==> src/source/mips_isa_pkg.sv <==
package mips_isa_pkg;

    // Width of the R-type shift amount field.
    parameter int SHAMT_W = 5;

    // Decoded operations handled by the execute stage.
    typedef enum logic [5:0] {
        NOP,
        ADD, ADDU, SUB, SUBU,
        AND, OR, XOR, NOR,
        SLT, SLTU,
        SLL, SRL, SRA,
        LUI,
        CLO, CLZ,
        MOVZ, MOVN,
        BEQ, BNE, BLEZ, BGTZ, BLTZ, BGEZ,
        JAL,
        MULT, MULTU,
        MADD, MADDU, MSUB, MSUBU
    } op_t;

    typedef enum logic [3:0] {
        ALU_ADD, ALU_ADDU, ALU_SUB, ALU_SUBU,
        ALU_AND, ALU_OR, ALU_XOR, ALU_NOR,
        ALU_SLT, ALU_SLTU,
        ALU_SLL, ALU_SRL, ALU_SRA,
        ALU_LUI
    } alu_func_t;

    // Condition tested by the branch judge.
    typedef enum logic [2:0] {
        BR_NONE,
        BR_EQ,
        BR_NE,
        BR_LEZ,
        BR_GTZ,
        BR_LTZ,
        BR_GEZ
    } branch_t;

endpackage

==> src/source/exec_types_pkg.sv <==
package exec_types_pkg;

    typedef logic [31:0] word_t;

    // Destination register number.
    typedef logic [4:0] reg_addr_t;

    // Iterative multiplier sequence.
    typedef enum logic [1:0] {
        M_IDLE,
        M_RUN,
        M_ACC,
        M_DONE
    } mul_state_t;

endpackage

==> src/source/alu.sv <==
`timescale 1ns/1ns

module alu (
    input  exec_types_pkg::word_t            a,
    input  exec_types_pkg::word_t            b,
    input  mips_isa_pkg::alu_func_t          func,
    input  logic [mips_isa_pkg::SHAMT_W-1:0] shamt,
    output exec_types_pkg::word_t            y,
    output logic                             overflow
);
    import mips_isa_pkg::*;
    import exec_types_pkg::*;

    word_t sum;
    word_t diff;
    logic  sum_of;
    logic  diff_of;

    assign sum  = a + b;
    assign diff = a - b;

    // Signed wrap shows as a sign flip against the operand signs.
    assign sum_of  = (a[31] == b[31]) && (sum[31] != a[31]);
    assign diff_of = (a[31] != b[31]) && (diff[31] != a[31]);

    always_comb
    begin
        y        = sum;
        overflow = 1'b0;
        case (func)
            ALU_ADD:
            begin
                y        = sum;
                overflow = sum_of;
            end
            ALU_ADDU: y = sum;
            ALU_SUB:
            begin
                y        = diff;
                overflow = diff_of;
            end
            ALU_SUBU: y = diff;
            ALU_AND:  y = a & b;
            ALU_OR:   y = a | b;
            ALU_XOR:  y = a ^ b;
            ALU_NOR:  y = ~(a | b);
            ALU_SLT:  y = {31'b0, $signed(a) < $signed(b)};
            ALU_SLTU: y = {31'b0, a < b};
            // Shifts act on rt, the amount comes from sa or rs.
            ALU_SLL:  y = b << shamt;
            ALU_SRL:  y = b >> shamt;
            ALU_SRA:  y = $signed(b) >>> shamt;
            ALU_LUI:  y = {b[15:0], 16'b0};
            default:  y = sum;
        endcase
    end

endmodule

==> src/source/count_lead.sv <==
`timescale 1ns/1ns

module count_lead (
    input  exec_types_pkg::word_t a,
    output logic [5:0]            count
);
    import exec_types_pkg::*;

    word_t x16;
    word_t x8;
    word_t x4;
    word_t x2;
    logic  n16, n8, n4, n2, n1;

    // Binary search on the leading edge, halving the window each stage.
    assign n16 = ~|a[31:16];
    assign x16 = n16 ? {a[15:0], 16'b0} : a;
    assign n8  = ~|x16[31:24];
    assign x8  = n8 ? {x16[23:0], 8'b0} : x16;
    assign n4  = ~|x8[31:28];
    assign x4  = n4 ? {x8[27:0], 4'b0} : x8;
    assign n2  = ~|x4[31:30];
    assign x2  = n2 ? {x4[29:0], 2'b0} : x4;
    assign n1  = ~x2[31];

    // An all-zero word reports 32.
    assign count = (a == '0) ? 6'd32 : {1'b0, n16, n8, n4, n2, n1};

endmodule

==> src/source/branch_judge.sv <==
`timescale 1ns/1ns

module branch_judge (
    input  exec_types_pkg::word_t a,
    input  exec_types_pkg::word_t b,
    input  mips_isa_pkg::branch_t branch,
    output logic                  taken
);
    import mips_isa_pkg::*;

    logic eq;
    logic a_neg;
    logic a_zero;

    assign eq     = (a == b);
    assign a_neg  = a[31];
    assign a_zero = (a == '0);

    always_comb
    begin
        case (branch)
            BR_EQ:   taken = eq;
            BR_NE:   taken = ~eq;
            BR_LEZ:  taken = a_neg | a_zero;
            BR_GTZ:  taken = ~a_neg & ~a_zero;
            BR_LTZ:  taken = a_neg;
            BR_GEZ:  taken = ~a_neg;
            default: taken = 1'b0;
        endcase
    end

endmodule

==> src/source/mul_unit.sv <==
`timescale 1ns/1ns

module mul_unit #(
    parameter int MUL_STEPS = 1
) (
    input  logic                  clk,
    input  logic                  rst_n,
    input  logic                  start,
    input  mips_isa_pkg::op_t     op,
    input  exec_types_pkg::word_t a,
    input  exec_types_pkg::word_t b,
    output logic                  idle,
    output logic                  done,
    output exec_types_pkg::word_t hi,
    output exec_types_pkg::word_t lo
);
    import mips_isa_pkg::*;
    import exec_types_pkg::*;

    localparam int ITERS = 32 / MUL_STEPS;
    localparam int CNT_W = $clog2(ITERS);

    mul_state_t       state;
    logic [CNT_W-1:0] cnt;
    logic             acc;
    logic             sub;
    logic             neg;
    logic             op_signed;
    logic             last;
    word_t            mag_a;
    word_t            mag_b;
    word_t            mplier;
    logic [63:0]      mcand;
    logic [63:0]      prod;
    logic [63:0]      prod_next;
    logic [63:0]      prod_fix;

    assign op_signed = op inside {MULT, MADD, MSUB};
    assign mag_a     = (op_signed && a[31]) ? -a : a;
    assign mag_b     = (op_signed && b[31]) ? -b : b;
    assign last      = (state == M_RUN) && (cnt == CNT_W'(ITERS - 1));
    assign idle      = (state == M_IDLE);
    assign done      = (state == M_DONE);

    // Retire MUL_STEPS multiplier bits per cycle.
    always_comb
    begin
        prod_next = prod;
        for (int k = 0; k < MUL_STEPS; k++)
        begin
            if (mplier[k])
            begin
                prod_next = prod_next + (mcand << k);
            end
        end
    end

    assign prod_fix = neg ? -prod_next : prod_next;

    always_ff @(posedge clk or negedge rst_n)
    begin
        if (!rst_n)
        begin
            state <= M_IDLE;
            cnt   <= '0;
            acc   <= 1'b0;
            sub   <= 1'b0;
            hi    <= '0;
            lo    <= '0;
        end
        else
        begin
            case (state)
                M_IDLE:
                begin
                    if (start)
                    begin
                        state <= M_RUN;
                        cnt   <= '0;
                        acc   <= op inside {MADD, MADDU, MSUB, MSUBU};
                        sub   <= op inside {MSUB, MSUBU};
                    end
                end
                M_RUN:
                begin
                    cnt <= cnt + 1'b1;
                    if (last && acc)
                        state <= M_ACC;
                    else if (last)
                    begin
                        // HI/LO are already new while done is high.
                        state    <= M_DONE;
                        {hi, lo} <= prod_fix;
                    end
                end
                M_ACC:
                begin
                    state    <= M_DONE;
                    {hi, lo} <= sub ? ({hi, lo} - prod) : ({hi, lo} + prod);
                end
                default: state <= M_IDLE;
            endcase
        end
    end

    always_ff @(posedge clk)
    begin
        if (idle && start)
        begin
            mcand  <= {32'b0, mag_a};
            mplier <= mag_b;
            prod   <= '0;
            neg    <= op_signed && (a[31] ^ b[31]);
        end
        else if (state == M_RUN)
        begin
            mcand  <= mcand << MUL_STEPS;
            mplier <= mplier >> MUL_STEPS;
            prod   <= last ? prod_fix : prod_next;
        end
    end

    // The issuing stage must wait for an idle unit.
    assert property (@(posedge clk) disable iff (!rst_n) start |-> idle)
        else $error("mul_unit: start while busy");

    assert property (@(posedge clk) disable iff (!rst_n) done |=> !done)
        else $error("mul_unit: done high for two cycles");

endmodule

==> src/source/exec_unit.sv <==
`timescale 1ns/1ns

module exec_unit (
    input  logic                             clk,
    input  logic                             rst_n,
    input  logic                             in_valid,
    output logic                             in_ready,
    input  mips_isa_pkg::op_t                op,
    input  exec_types_pkg::word_t            srca, srcb, imm,
    input  logic [mips_isa_pkg::SHAMT_W-1:0] shamt,
    input  logic                             use_imm, use_shamt,
    input  mips_isa_pkg::branch_t            branch,
    input  logic                             is_link, regwrite_in,
    input  exec_types_pkg::reg_addr_t        dest,
    input  exec_types_pkg::word_t            pcplus4,
    output logic                             out_valid,
    input  logic                             out_ready,
    output exec_types_pkg::word_t            result,
    output logic                             taken, regwrite, exception_of,
    output exec_types_pkg::reg_addr_t        dest_out,
    output logic                             mul_start,
    output mips_isa_pkg::op_t                mul_op,
    output exec_types_pkg::word_t            mul_a, mul_b,
    input  logic                             mul_idle, mul_done,
    input  exec_types_pkg::word_t            mul_lo
);
    import mips_isa_pkg::*;
    import exec_types_pkg::*;

    word_t      op_a, op_b, alu_y, cl_in, pcplus8, res_d;
    alu_func_t  func;
    logic [5:0] cl_count;
    logic       alu_of, br_taken, wr_d, of_d;
    logic       is_mul, is_cl, is_mov, accept;
    logic       mul_pend, mul_wait;

    assign op_a = use_shamt ? {{(32 - SHAMT_W){1'b0}}, shamt} : srca;
    assign op_b = use_imm ? imm : srcb;

    assign is_mul = op inside {MULT, MULTU, MADD, MADDU, MSUB, MSUBU};
    assign is_cl  = op inside {CLO, CLZ};
    assign is_mov = op inside {MOVZ, MOVN};

    always_comb
    begin
        case (op)
            ADD:     func = ALU_ADD;
            SUB:     func = ALU_SUB;
            SUBU:    func = ALU_SUBU;
            AND:     func = ALU_AND;
            OR:      func = ALU_OR;
            XOR:     func = ALU_XOR;
            NOR:     func = ALU_NOR;
            SLT:     func = ALU_SLT;
            SLTU:    func = ALU_SLTU;
            SLL:     func = ALU_SLL;
            SRL:     func = ALU_SRL;
            SRA:     func = ALU_SRA;
            LUI:     func = ALU_LUI;
            default: func = ALU_ADDU;
        endcase
    end

    // CLO counts leading zeros of the inverted word.
    assign cl_in = (op == CLZ) ? op_a : ~op_a;

    alu u_alu (.a(op_a), .b(op_b), .func(func), .shamt(op_a[SHAMT_W-1:0]),
               .y(alu_y), .overflow(alu_of));
    count_lead u_count_lead (.a(cl_in), .count(cl_count));
    branch_judge u_branch_judge (.a(op_a), .b(op_b), .branch(branch), .taken(br_taken));

    assign pcplus8 = pcplus4 + 32'd4;
    assign res_d   = is_link ? pcplus8 :
                     is_cl   ? {26'b0, cl_count} :
                     is_mov  ? op_a : alu_y;
    assign wr_d    = (op == MOVZ) ? (op_b == '0) :
                     (op == MOVN) ? (op_b != '0) : regwrite_in;
    assign of_d    = (is_cl || is_mul) ? 1'b0 : alu_of;

    // One result slot, and no new work while a multiply is outstanding.
    assign in_ready  = (!out_valid || out_ready) && !mul_pend;
    assign accept    = in_valid && in_ready;
    assign mul_start = mul_wait && mul_idle;

    always_ff @(posedge clk or negedge rst_n)
    begin
        if (!rst_n)
        begin
            out_valid <= 1'b0;
            mul_pend  <= 1'b0;
            mul_wait  <= 1'b0;
        end
        else
        begin
            if (accept && is_mul)
            begin
                mul_pend <= 1'b1;
                mul_wait <= 1'b1;
            end
            else
            begin
                if (mul_start)
                    mul_wait <= 1'b0;
                if (mul_done)
                    mul_pend <= 1'b0;
            end
            if ((accept && !is_mul) || mul_done)
                out_valid <= 1'b1;
            else if (out_ready)
                out_valid <= 1'b0;
        end
    end

    always_ff @(posedge clk)
    begin
        if (accept)
            dest_out <= dest;
        if (accept && is_mul)
        begin
            mul_op <= op;
            mul_a  <= op_a;
            mul_b  <= op_b;
        end
        if (accept && !is_mul)
        begin
            result       <= res_d;
            taken        <= br_taken;
            regwrite     <= wr_d;
            exception_of <= of_d;
        end
        else if (mul_done)
        begin
            result       <= mul_lo;
            taken        <= 1'b0;
            regwrite     <= 1'b0;
            exception_of <= 1'b0;
        end
    end

    assert property (@(posedge clk) disable iff (!rst_n)
        out_valid && !out_ready |=>
            out_valid && $stable({result, taken, regwrite, exception_of, dest_out}))
        else $error("exec_unit: output changed under back-pressure");

    // The input side stays closed while the multiplier is busy.
    assert property (@(posedge clk) disable iff (!rst_n)
        !mul_idle |-> !in_ready)
        else $error("exec_unit: in_ready high with a multiply pending");

endmodule

==> src/source/exec_top.sv <==
`timescale 1ns/1ns

module exec_top #(
    parameter int MUL_STEPS = 2
) (
    input  logic                             clk,
    input  logic                             rst_n,
    input  logic                             in_valid,
    output logic                             in_ready,
    input  mips_isa_pkg::op_t                op,
    input  exec_types_pkg::word_t            srca, srcb, imm,
    input  logic [mips_isa_pkg::SHAMT_W-1:0] shamt,
    input  logic                             use_imm, use_shamt,
    input  mips_isa_pkg::branch_t            branch,
    input  logic                             is_link, regwrite_in,
    input  exec_types_pkg::reg_addr_t        dest,
    input  exec_types_pkg::word_t            pcplus4,
    output logic                             out_valid,
    input  logic                             out_ready,
    output exec_types_pkg::word_t            result,
    output logic                             taken, regwrite, exception_of,
    output exec_types_pkg::reg_addr_t        dest_out,
    output exec_types_pkg::word_t            hi, lo
);
    import mips_isa_pkg::*;
    import exec_types_pkg::*;

    logic  mul_start;
    logic  mul_idle;
    logic  mul_done;
    op_t   mul_op;
    word_t mul_a;
    word_t mul_b;

    exec_unit u_exec_unit (
        .mul_lo (lo),
        .*
    );

    mul_unit #(
        .MUL_STEPS (MUL_STEPS)
    ) u_mul_unit (
        .clk   (clk),
        .rst_n (rst_n),
        .start (mul_start),
        .op    (mul_op),
        .a     (mul_a),
        .b     (mul_b),
        .idle  (mul_idle),
        .done  (mul_done),
        .hi    (hi),
        .lo    (lo)
    );

endmodule

==> config.mk <==
export PLATFORM = sky130hd
export DESIGN_NAME = exec_top
export DESIGN_NICKNAME = d
export VERILOG_FILES = /design/src/source/mips_isa_pkg.sv /design/src/source/exec_types_pkg.sv /design/src/source/alu.sv /design/src/source/count_lead.sv /design/src/source/branch_judge.sv /design/src/source/mul_unit.sv /design/src/source/exec_unit.sv /design/src/source/exec_top.sv
export SDC_FILE = /design/constraint.sdc
export NUM_CORES = 2
export LEC_CHECK = 0
export ABC_CLOCK_PERIOD_IN_PS = 9340
export BUFFER_PORTS_ARGS = -buffer_cell sky130_fd_sc_hd__buf_2
export CORE_ASPECT_RATIO = 0.6
export CORE_MARGIN = 2
export CORE_UTILIZATION = 40
export DETAILED_ROUTE_END_ITERATION = 12
export GPL_TIMING_DRIVEN = 0
export HOLD_SLACK_MARGIN = 0.12
export PLACE_DENSITY = 0.68
export SLEW_MARGIN = 30
export SYNTH_ARGS = -nofsm -noshare
export SYNTH_HDL_FRONTEND = slang
export SYNTH_HIERARCHICAL = 1
export SYNTH_SLANG_ARGS = --single-unit
==> constraint.sdc <==
create_clock -name clk -period 9.34 [get_ports clk]
set_input_delay 0.934 -clock clk [delete_from_list [all_inputs] [get_ports clk]]
set_output_delay 0.934 -clock clk [all_outputs]
set_load 0.01 [all_outputs]
# After elaboration in Yosys (flattened, before gate mapping)
# Memory sizes are Yosys's and may differ from the RTL's.
# Index checks and enable logic that the tools add are counted.
dict set report word_totals {
  ff_bits 346
  rom_bits 64
  in_bits 155
  output_inout_bits 106
  word_cells 201
  n_memories 1
}
# name words word_bits rd rd_clocked_by_memory_dff wr line_no
set memory_table {}
lappend memory_table {{(no name shown)} 16 4 1 0 0 exec_unit.sv:46} ;# case (op)
dict set report op_classes {
  addsub 11
  order_cmp 2
  n_eq_ne 46
  n_shift 3
  mux 52
  n_bitwise 12
  reduce_logical 52
}
# op count
set ops {}
lappend ops {{2-to-1 mux 32 bit} 22}
lappend ops {{case mux 32 bit (11 select lines)} 1}
lappend ops {{2-to-1 mux 64 bit} 5}
lappend ops {{adder 64 bit} 3}
lappend ops {{case mux 32 bit (2 select lines)} 2}
lappend ops {{logical NOT 32 bit} 3}
lappend ops {{== test 6 x 5 -> 1 bit, second input constant} 14}
lappend ops {{less-than comparator 32 bit} 2}
lappend ops {{negation 32 bit} 2}
lappend ops {{negation 64 bit} 1}
lappend ops {{NOT 32 bit} 2}
lappend ops {{subtractor 64 bit} 1}
lappend ops {{adder 32 x 3 -> 32 bit, second input constant} 1}
lappend ops {{adder 32 bit} 1}
lappend ops {{AND 32 bit} 1}
lappend ops {{== test 32 bit} 1}
lappend ops {{OR 32 bit} 1}
lappend ops {{nonzero test 32 bit} 1}
lappend ops {{left shift 32 x 5 -> 32 bit} 1}
lappend ops {{>> shifter 32 x 5 -> 32 bit} 1}
lappend ops {{>>> shifter 32 x 5 -> 32 bit} 1}
lappend ops {{subtractor 32 bit} 1}
lappend ops {{XOR 32 bit} 1}
lappend ops {{== test 4 bit, second input constant} 7}
lappend ops {{other kinds (41)} 102}

# Depth between registers and ports, before layout
dict set report depth {
  depth_word 16
  mapped_depth 29
  ltp_nobuf 27
}

# Modules after synthesis
# The synthesis kept the hierarchy.
# mod n_inst cells_per_inst area_per_inst_um2 seq_area_each_um2
set by_module_without_submodules {}
lappend by_module_without_submodules {mul_unit 1 3976 28901.5 5675.4}
lappend by_module_without_submodules {alu 1 1407 9897.0 0.0}
lappend by_module_without_submodules {exec_unit 1 560 6508.7 3378.2}
lappend by_module_without_submodules {branch_judge 1 61 484.2 0.0}
lappend by_module_without_submodules {count_lead 1 63 424.2 0.0}

# Least setup slack after synthesis
# No wires, ideal clock.
dict set report synth_timing {
  kind {register -> register}
  startpoint {register u_mul_unit.mplier[0]}
  endpoint {register u_mul_unit.hi[28]}
  setup_ns 0.121
  arrival_ns 6.991
  t_required_ns 9.219
  path_slack_ns 2.228
  stages_incl_launch_ff 26
  n_path_buf 9
  synth_period_minus_slack_ns 7.112
  cell_sequence {edfxtp_1 > clkbuf_1 > buf_2 > clkbuf_1 > buf_2 > buf_1 > clkbuf_1 > buf_1 > buf_1 > mux2_2 > ha_1 > clkbuf_1 > a21oi_1 > o21a_1 > o211ai_1 > nor4_1 > a211oi_1 > and4b_1 > or4_4 > or3_4 > or4b_4 > or3_1 > o41ai_2 > xor2_1 > nand2_1 > a22o_1}
}
dict set report synth_via {
  elab_chain_len 8
}
# element line_no
set synth_lines {}
lappend synth_lines {{from (decl)} mul_unit.sv:32} ;# word_t mplier;
lappend synth_lines {{from (signal assigned)} mul_unit.sv:111} ;# mplier <= mag_b;
lappend synth_lines {{from (signal assigned)} mul_unit.sv:118} ;# mplier <= mplier >> MUL_STEPS;
lappend synth_lines {{2-to-1 mux 64 bit *} mul_unit.sv:51} ;# if (mplier[k])
lappend synth_lines {{adder 64 bit} mul_unit.sv:53} ;# prod_next = prod_next + (mcand << k);
lappend synth_lines {{2-to-1 mux 64 bit *} mul_unit.sv:51}
lappend synth_lines {{negation 64 bit} mul_unit.sv:58} ;# assign prod_fix = neg ? -prod_next : prod_next;
lappend synth_lines {{2-to-1 mux 64 bit *} mul_unit.sv:58}
lappend synth_lines {{2-to-1 mux 32 bit *} mul_unit.sv:89} ;# else if (last)
lappend synth_lines {{2-to-1 mux 32 bit *} mul_unit.sv:87} ;# if (last && acc)
lappend synth_lines {{case mux 32 bit (2 select lines) *} mul_unit.sv:73} ;# case (state)
lappend synth_lines {{to (signal assigned)} mul_unit.sv:93} ;# {hi, lo} <= prod_fix;
lappend synth_lines {{to (signal assigned)} mul_unit.sv:99} ;# {hi, lo} <= sub ? ({hi, lo} - prod) : ({hi, lo} + prod);
lappend synth_lines {{to (decl)} mul_unit.sv:14} ;# output exec_types_pkg::word_t hi,
# Every way passes the cells marked *; elsewhere a longest branch is shown, timed or not. The select of a mux whose other input is x is not followed.
# A chain may end at the register's enable or synchronous reset.

# Worst setup path in the final report
dict set report layout_timing {
  startpoint {register u_mul_unit.prod[29]}
  endpoint {register u_mul_unit.hi[28]}
}
dict set report layout_via {
  elab_chain_len 9
  word_cells_on_any_way 12
  classes_between {add/sub (5); mux (7)}
}
# element line_no
set layout_lines {}
lappend layout_lines {{from (decl)} mul_unit.sv:34} ;# logic [63:0] prod;
lappend layout_lines {{from (signal assigned)} mul_unit.sv:119} ;# prod <= last ? prod_fix : prod_next;
lappend layout_lines {{adder 64 bit} mul_unit.sv:53}
lappend layout_lines {{2-to-1 mux 64 bit} mul_unit.sv:51}
lappend layout_lines {{adder 64 bit} mul_unit.sv:53}
lappend layout_lines {{2-to-1 mux 64 bit} mul_unit.sv:51}
lappend layout_lines {{negation 64 bit} mul_unit.sv:58}
lappend layout_lines {{2-to-1 mux 64 bit} mul_unit.sv:58}
lappend layout_lines {{2-to-1 mux 32 bit} mul_unit.sv:89}
lappend layout_lines {{2-to-1 mux 32 bit} mul_unit.sv:87}
lappend layout_lines {{case mux 32 bit (2 select lines) *} mul_unit.sv:73}
# Marks and branches as above.

==> results.md <==
| Stage | Item | Value |
|---|---|---|
| final layout | Net count reported at finish | 6856 |
| outcome | Run status | finished with violations |
| floorplan | Standard-cell rows | 96 |
| global route | Maximum number of pins on one net before global-route repair | 57 |
| route | Via total after detailed routing | 55172 |
| critical path | Capturing instance or port of the critical path | u_mul_unit/hi[28] |
| critical path | Crit Path Category | reg -> reg |
| synth | Synthesis warning total | 6 |
| global route | Congestion Overflow GR | 0 |
| global route | Global-route wire length before repair | 373.6 mm |
| final layout | Relative area change from synthesis to final layout | 11.42% |
| synth | Count of mapped cells out of synthesis | 6067 |
| timing | Max Clk Rate | 107.6 MHz |
| floorplan | Die Height | 267.3 µm |
| place | Routability congestion estimate from global placement | 1.178 |
| synth | Register bit total from synthesis | 346 |
| worst hold path | Class of the worst hold path | in -> async |
| clock tree | Maximum level of the CTS H-tree | 2 |
| critical path | Critical Path Most Common Cell | sky130_fd_sc_hd__clkbuf_1 |
| route | DRC viols | 2 |
| synth | Syn Std Cell Area | 46220 µm² |
| timing | Final worst path period share | 99.46% |
| place | Final HPWL DP | 225.8 mm |
| global route | Aggregate global-route resource usage | 44.43% |
| place | Number of port buffers | 259 |
| critical path | Ordered cell list for the critical path | ha_1, clkbuf_1, nand4_1, nor3_1, o2111ai_1, and3b_1, o31ai_1, ha_1, clkbuf_1, a21oi_1, o21ai_0, a21oi_1, a21boi_0, o21ai_0, a211oi_1, xor2_2, a311oi_2, nand4bb_1, or2_2, clkbuf_1, o41ai_2, xor2_2, nand2_1, a22o_1 |
| synth | Share of async-settable or async-resettable flops after synthesis | 21.68% |
| synth | Average size of a mapped cell | 7.618 µm² |
| route | Starting DRC count in detailed routing | 9796 |
| floorplan | Starting density of the core | 40.37% |
| route | Detailed-routed wire length on met3 | 59.89 mm |
| global route | Via count of the first global-routing pass | 47484 |
| critical path | CP Launch Point | u_mul_unit/prod[29] |
| clock tree | CTS root buffer | sky130_fd_sc_hd__clkbuf_16 |
| route | Via density | 6.940 |
| synth | Seq/Total Area, Yosys | 19.59% |
| timing | Setup violators final | 0 |
| timing | Fin. Hold Viols | 0 |
| floorplan | Ports placed on the boundary | 261 |
| flow run | Number of maximum-capacitance violations | 0 |
| critical path | Arrival @ worst endpoint | 9.80 ns |
| final layout | Share of final-layout standard cells stronger than drive strength 1 | 12.24% |
| timing | Relative slew slack | 14.25% |
| critical path | Reg2Reg Depth | 24 |
| timing | Layout Skew | 0.04210 ns |
| critical path | Startpoint of the worst register-to-register path | u_mul_unit/prod[29] |
| route | Number of iterations in the first detailed-routing pass | 13 |
| clock tree | Clock transition time at the flip-flop clock pins of the worst setup and hold paths | 0.07 ns |
| outcome | Violated checks | design-rule violations |
| critical path | Largest fanout of any net on the critical path | 10 |
| floorplan | Placeable core region | 114500 µm² |
| route | DRT Wirelength | 276.4 mm |
| timing | Setup repair after global routing missed its margin | false |
| final layout | Final instance count without filler cells | 7950 |
| clock tree | Source-to-sink clock delay at the later pin of the worst-skew pair | 0.64 ns |
| clock tree | CTS sink cnt | 346 |
| synth | Number of unique standard cell types used by synthesis | 126 |
| synth | Syn nets | 6527 |
| timing | Post-route minimum period | 9.289 ns |
| critical path | Max incr delay on CP | 0.81 ns |
| route | Final routed wire length divided by cell count | 34.77 µm |
| timing | Max Slew Vio Count | 0 |
| critical path | Worst reg2reg endpoint | u_mul_unit/hi[28] |
| route | Number of routed nets with antenna violations | 0 |
| route | Top routing layer in use | met5 |
| timing | Worst slack on hold paths | 0.2198 ns |
| floorplan | Die area | 118400 µm² |
| critical path | Slowest cell on crit path | sky130_fd_sc_hd__dfxtp_1 |
| place | Number of cells after detailed placement | 7875 |
| timing | Transition time at the pin with the least slew margin | 1.286 ns |
| clock tree | Clock tree from TritonCTS | done |
| route | DR WL met2 | 85.89 mm |
| route | Detailed-route wire length on metal 1 | 123.5 mm |
| synth | Number of synthesized flops with an enable pin | 175 |
| synth | Leading register cell type out of synthesis | sky130_fd_sc_hd__edfxtp_1 |
| critical path | Kind of capture point of the worst setup path | flop |
| floorplan | Chip Width | 442.8 µm |
| critical path | R2R Setup Slk | 0.05 ns |
| clock tree | Clock buffer depth | 3 |
| critical path | Crit path required time | 9.85 ns |
| global route | Initial antenna violation count | 15 |
| critical path | Crit start category | flop |
| clock tree | Number of buffers created by CTS | 37 |
==> layer usage <==
metal	up-vias	GRT usage, %
met5	-	5.942
met4	18	8.377
met3	395	31.83
met2	4715	47.21
met1	26886	66.27
li1	23158	-
==> critical path: cells and delay by family, from the launching register on <==
kind	cells	cell delay (ns)
AOI/OAI and AO/OA	11	3.58
xor gates and xnor gates	2	0.84
adders and majority gates	2	0.63
buffers and inverters	3	1.04
DFF	1	0.81
and+or+nand+nor	6	2.28
==> kinds of logic (layout without fill, tap and decap cells) <==
kind of cell	count (synthesis)	count (layout)	synth area share (%)
AO/OA/AOI/OAI	1897	1897	26.79
XOR/XNOR	477	477	9.056
adder cells (fa/ha/maj)	305	305	8.339
buffers and inverters	602	958	5.166
flip-flops	346	346	19.59
multiplexers	339	339	9.229
other	0	8	0
AND/OR/NAND/NOR	2101	2101	21.83
==> layout by cell type, fill, tap and decap left out, drive strengths merged, types with 23 or more instances in the layout <==
cell | synthesis | routed
dfrtp | 75 | 75
xor2 | 213 | 213
a221oi | 44 | 44
nor4 | 84 | 84
mux2i | 164 | 164
ha | 300 | 300
and2 | 35 | 35
mux4 | 58 | 58
nand4 | 109 | 109
nor2b | 66 | 66
a21o | 114 | 114
clkbuf | 294 | 341
nor2 | 568 | 568
inv | 201 | 205
or2 | 34 | 34
nand2b | 57 | 57
o22ai | 30 | 30
nand2 | 658 | 658
nor3 | 154 | 154
nand3 | 129 | 129
a21boi | 23 | 23
a22oi | 27 | 27
o211ai | 87 | 87
and3 | 44 | 44
o31ai | 61 | 61
a31oi | 72 | 72
dfxtp | 96 | 96
o21a | 77 | 77
or3 | 59 | 59
a211oi | 64 | 64
o21ai | 500 | 500
mux2 | 117 | 117
o221ai | 34 | 34
buf | 104 | 395
a21oi | 478 | 478
xnor2 | 264 | 264
o21bai | 39 | 39
edfxtp | 175 | 175
==> layout make-up <==
class	count	area, µm²
Inverter	204	770.7
Buffer	394	1632
Clock inverter	17	211.5
Fill cell	11691	62980
Antenna cell	8	20.02
Multi-Input combinational cell	5119	35180
Timing Repair Buffer	294	1690
Sequential cell	346	9054
Tap cell	1519	1901
Clock buffer	49	1032
==> repair_timing <==
| action | in CTS | in global routing |
|---|---|---|
| gates resized for setup | 6 | 21 |
| buffers inserted | 4 | 1 |
| setup endpoints to repair | 101 | 58 |
| hold buffers | 0 | 0 |
| pin swaps | 3 | 2 |
==> state kept, by name, indices dropped and copies added, names as in the netlist, 2 cells and up <==
signal	flops
u_mul_unit/state	2
u_exec_unit/mul_a	32
u_exec_unit/mul_b	32
u_exec_unit/result	32
u_mul_unit/hi	32
u_exec_unit/dest_out	5
u_mul_unit/mplier	32
u_exec_unit/mul_op	6
u_mul_unit/prod	64
u_mul_unit/cnt	4
u_mul_unit/lo	32
u_mul_unit/mcand	64
==> worst min-delay path by stage <==
stage | to | slack [ns] | cells past startpoint
4_1_cts | u_mul_unit/cnt[2] | 0.23 | 1
3_3_place_gp | u_mul_unit/cnt[0] | 0.50 | 1
2_1_floorplan | u_mul_unit/acc | 0.47 | 2
3_5_place_dp | u_mul_unit/mplier[27] | 0.51 | 2
6_report | u_exec_unit/out_valid | 0.22 | 1
5_1_grt | u_exec_unit/out_valid | 0.25 | 1
==> cell usage after synthesis (114+ instances only) <==
cell                       count  area (µm²)
sky130_fd_sc_hd__nand2_1     658        2470
sky130_fd_sc_hd__nor2_1      568        2132
sky130_fd_sc_hd__a21oi_1     473        2367
sky130_fd_sc_hd__o21ai_0     450        2252
sky130_fd_sc_hd__ha_1        300        3754
sky130_fd_sc_hd__clkbuf_1    293        1100
sky130_fd_sc_hd__xnor2_1     264        2312
sky130_fd_sc_hd__xor2_1      212        1857
sky130_fd_sc_hd__inv_1       195       732.0
sky130_fd_sc_hd__edfxtp_1    175        5255
sky130_fd_sc_hd__mux2i_1     164        1642
sky130_fd_sc_hd__nor3_1      154       770.7
sky130_fd_sc_hd__nand3_1     127       635.6
sky130_fd_sc_hd__a21o_1      114       855.8
==> through the flow <==
stage | cell area (µm²) | util [%] | setup WS [ns] | setup TNS [ns]
finish | 51490 | 44.98 | 0.05052 | 0
global route | 51480 | 44.97 | 0.003336 | 0
CTS | 51300 | 44.81 | 0.06302 | 0
detailed placement | 50010 | 43.69 | -1.833 | -111.12
global placement | 49410 | 43.17 | -2.503 | -189.47
floorplan | 46220 | - | 2.228 | 0
Power is left out: the tool's default activity adds up to more than one toggle a clock period on the data nets, which glitch-free logic cannot reach.
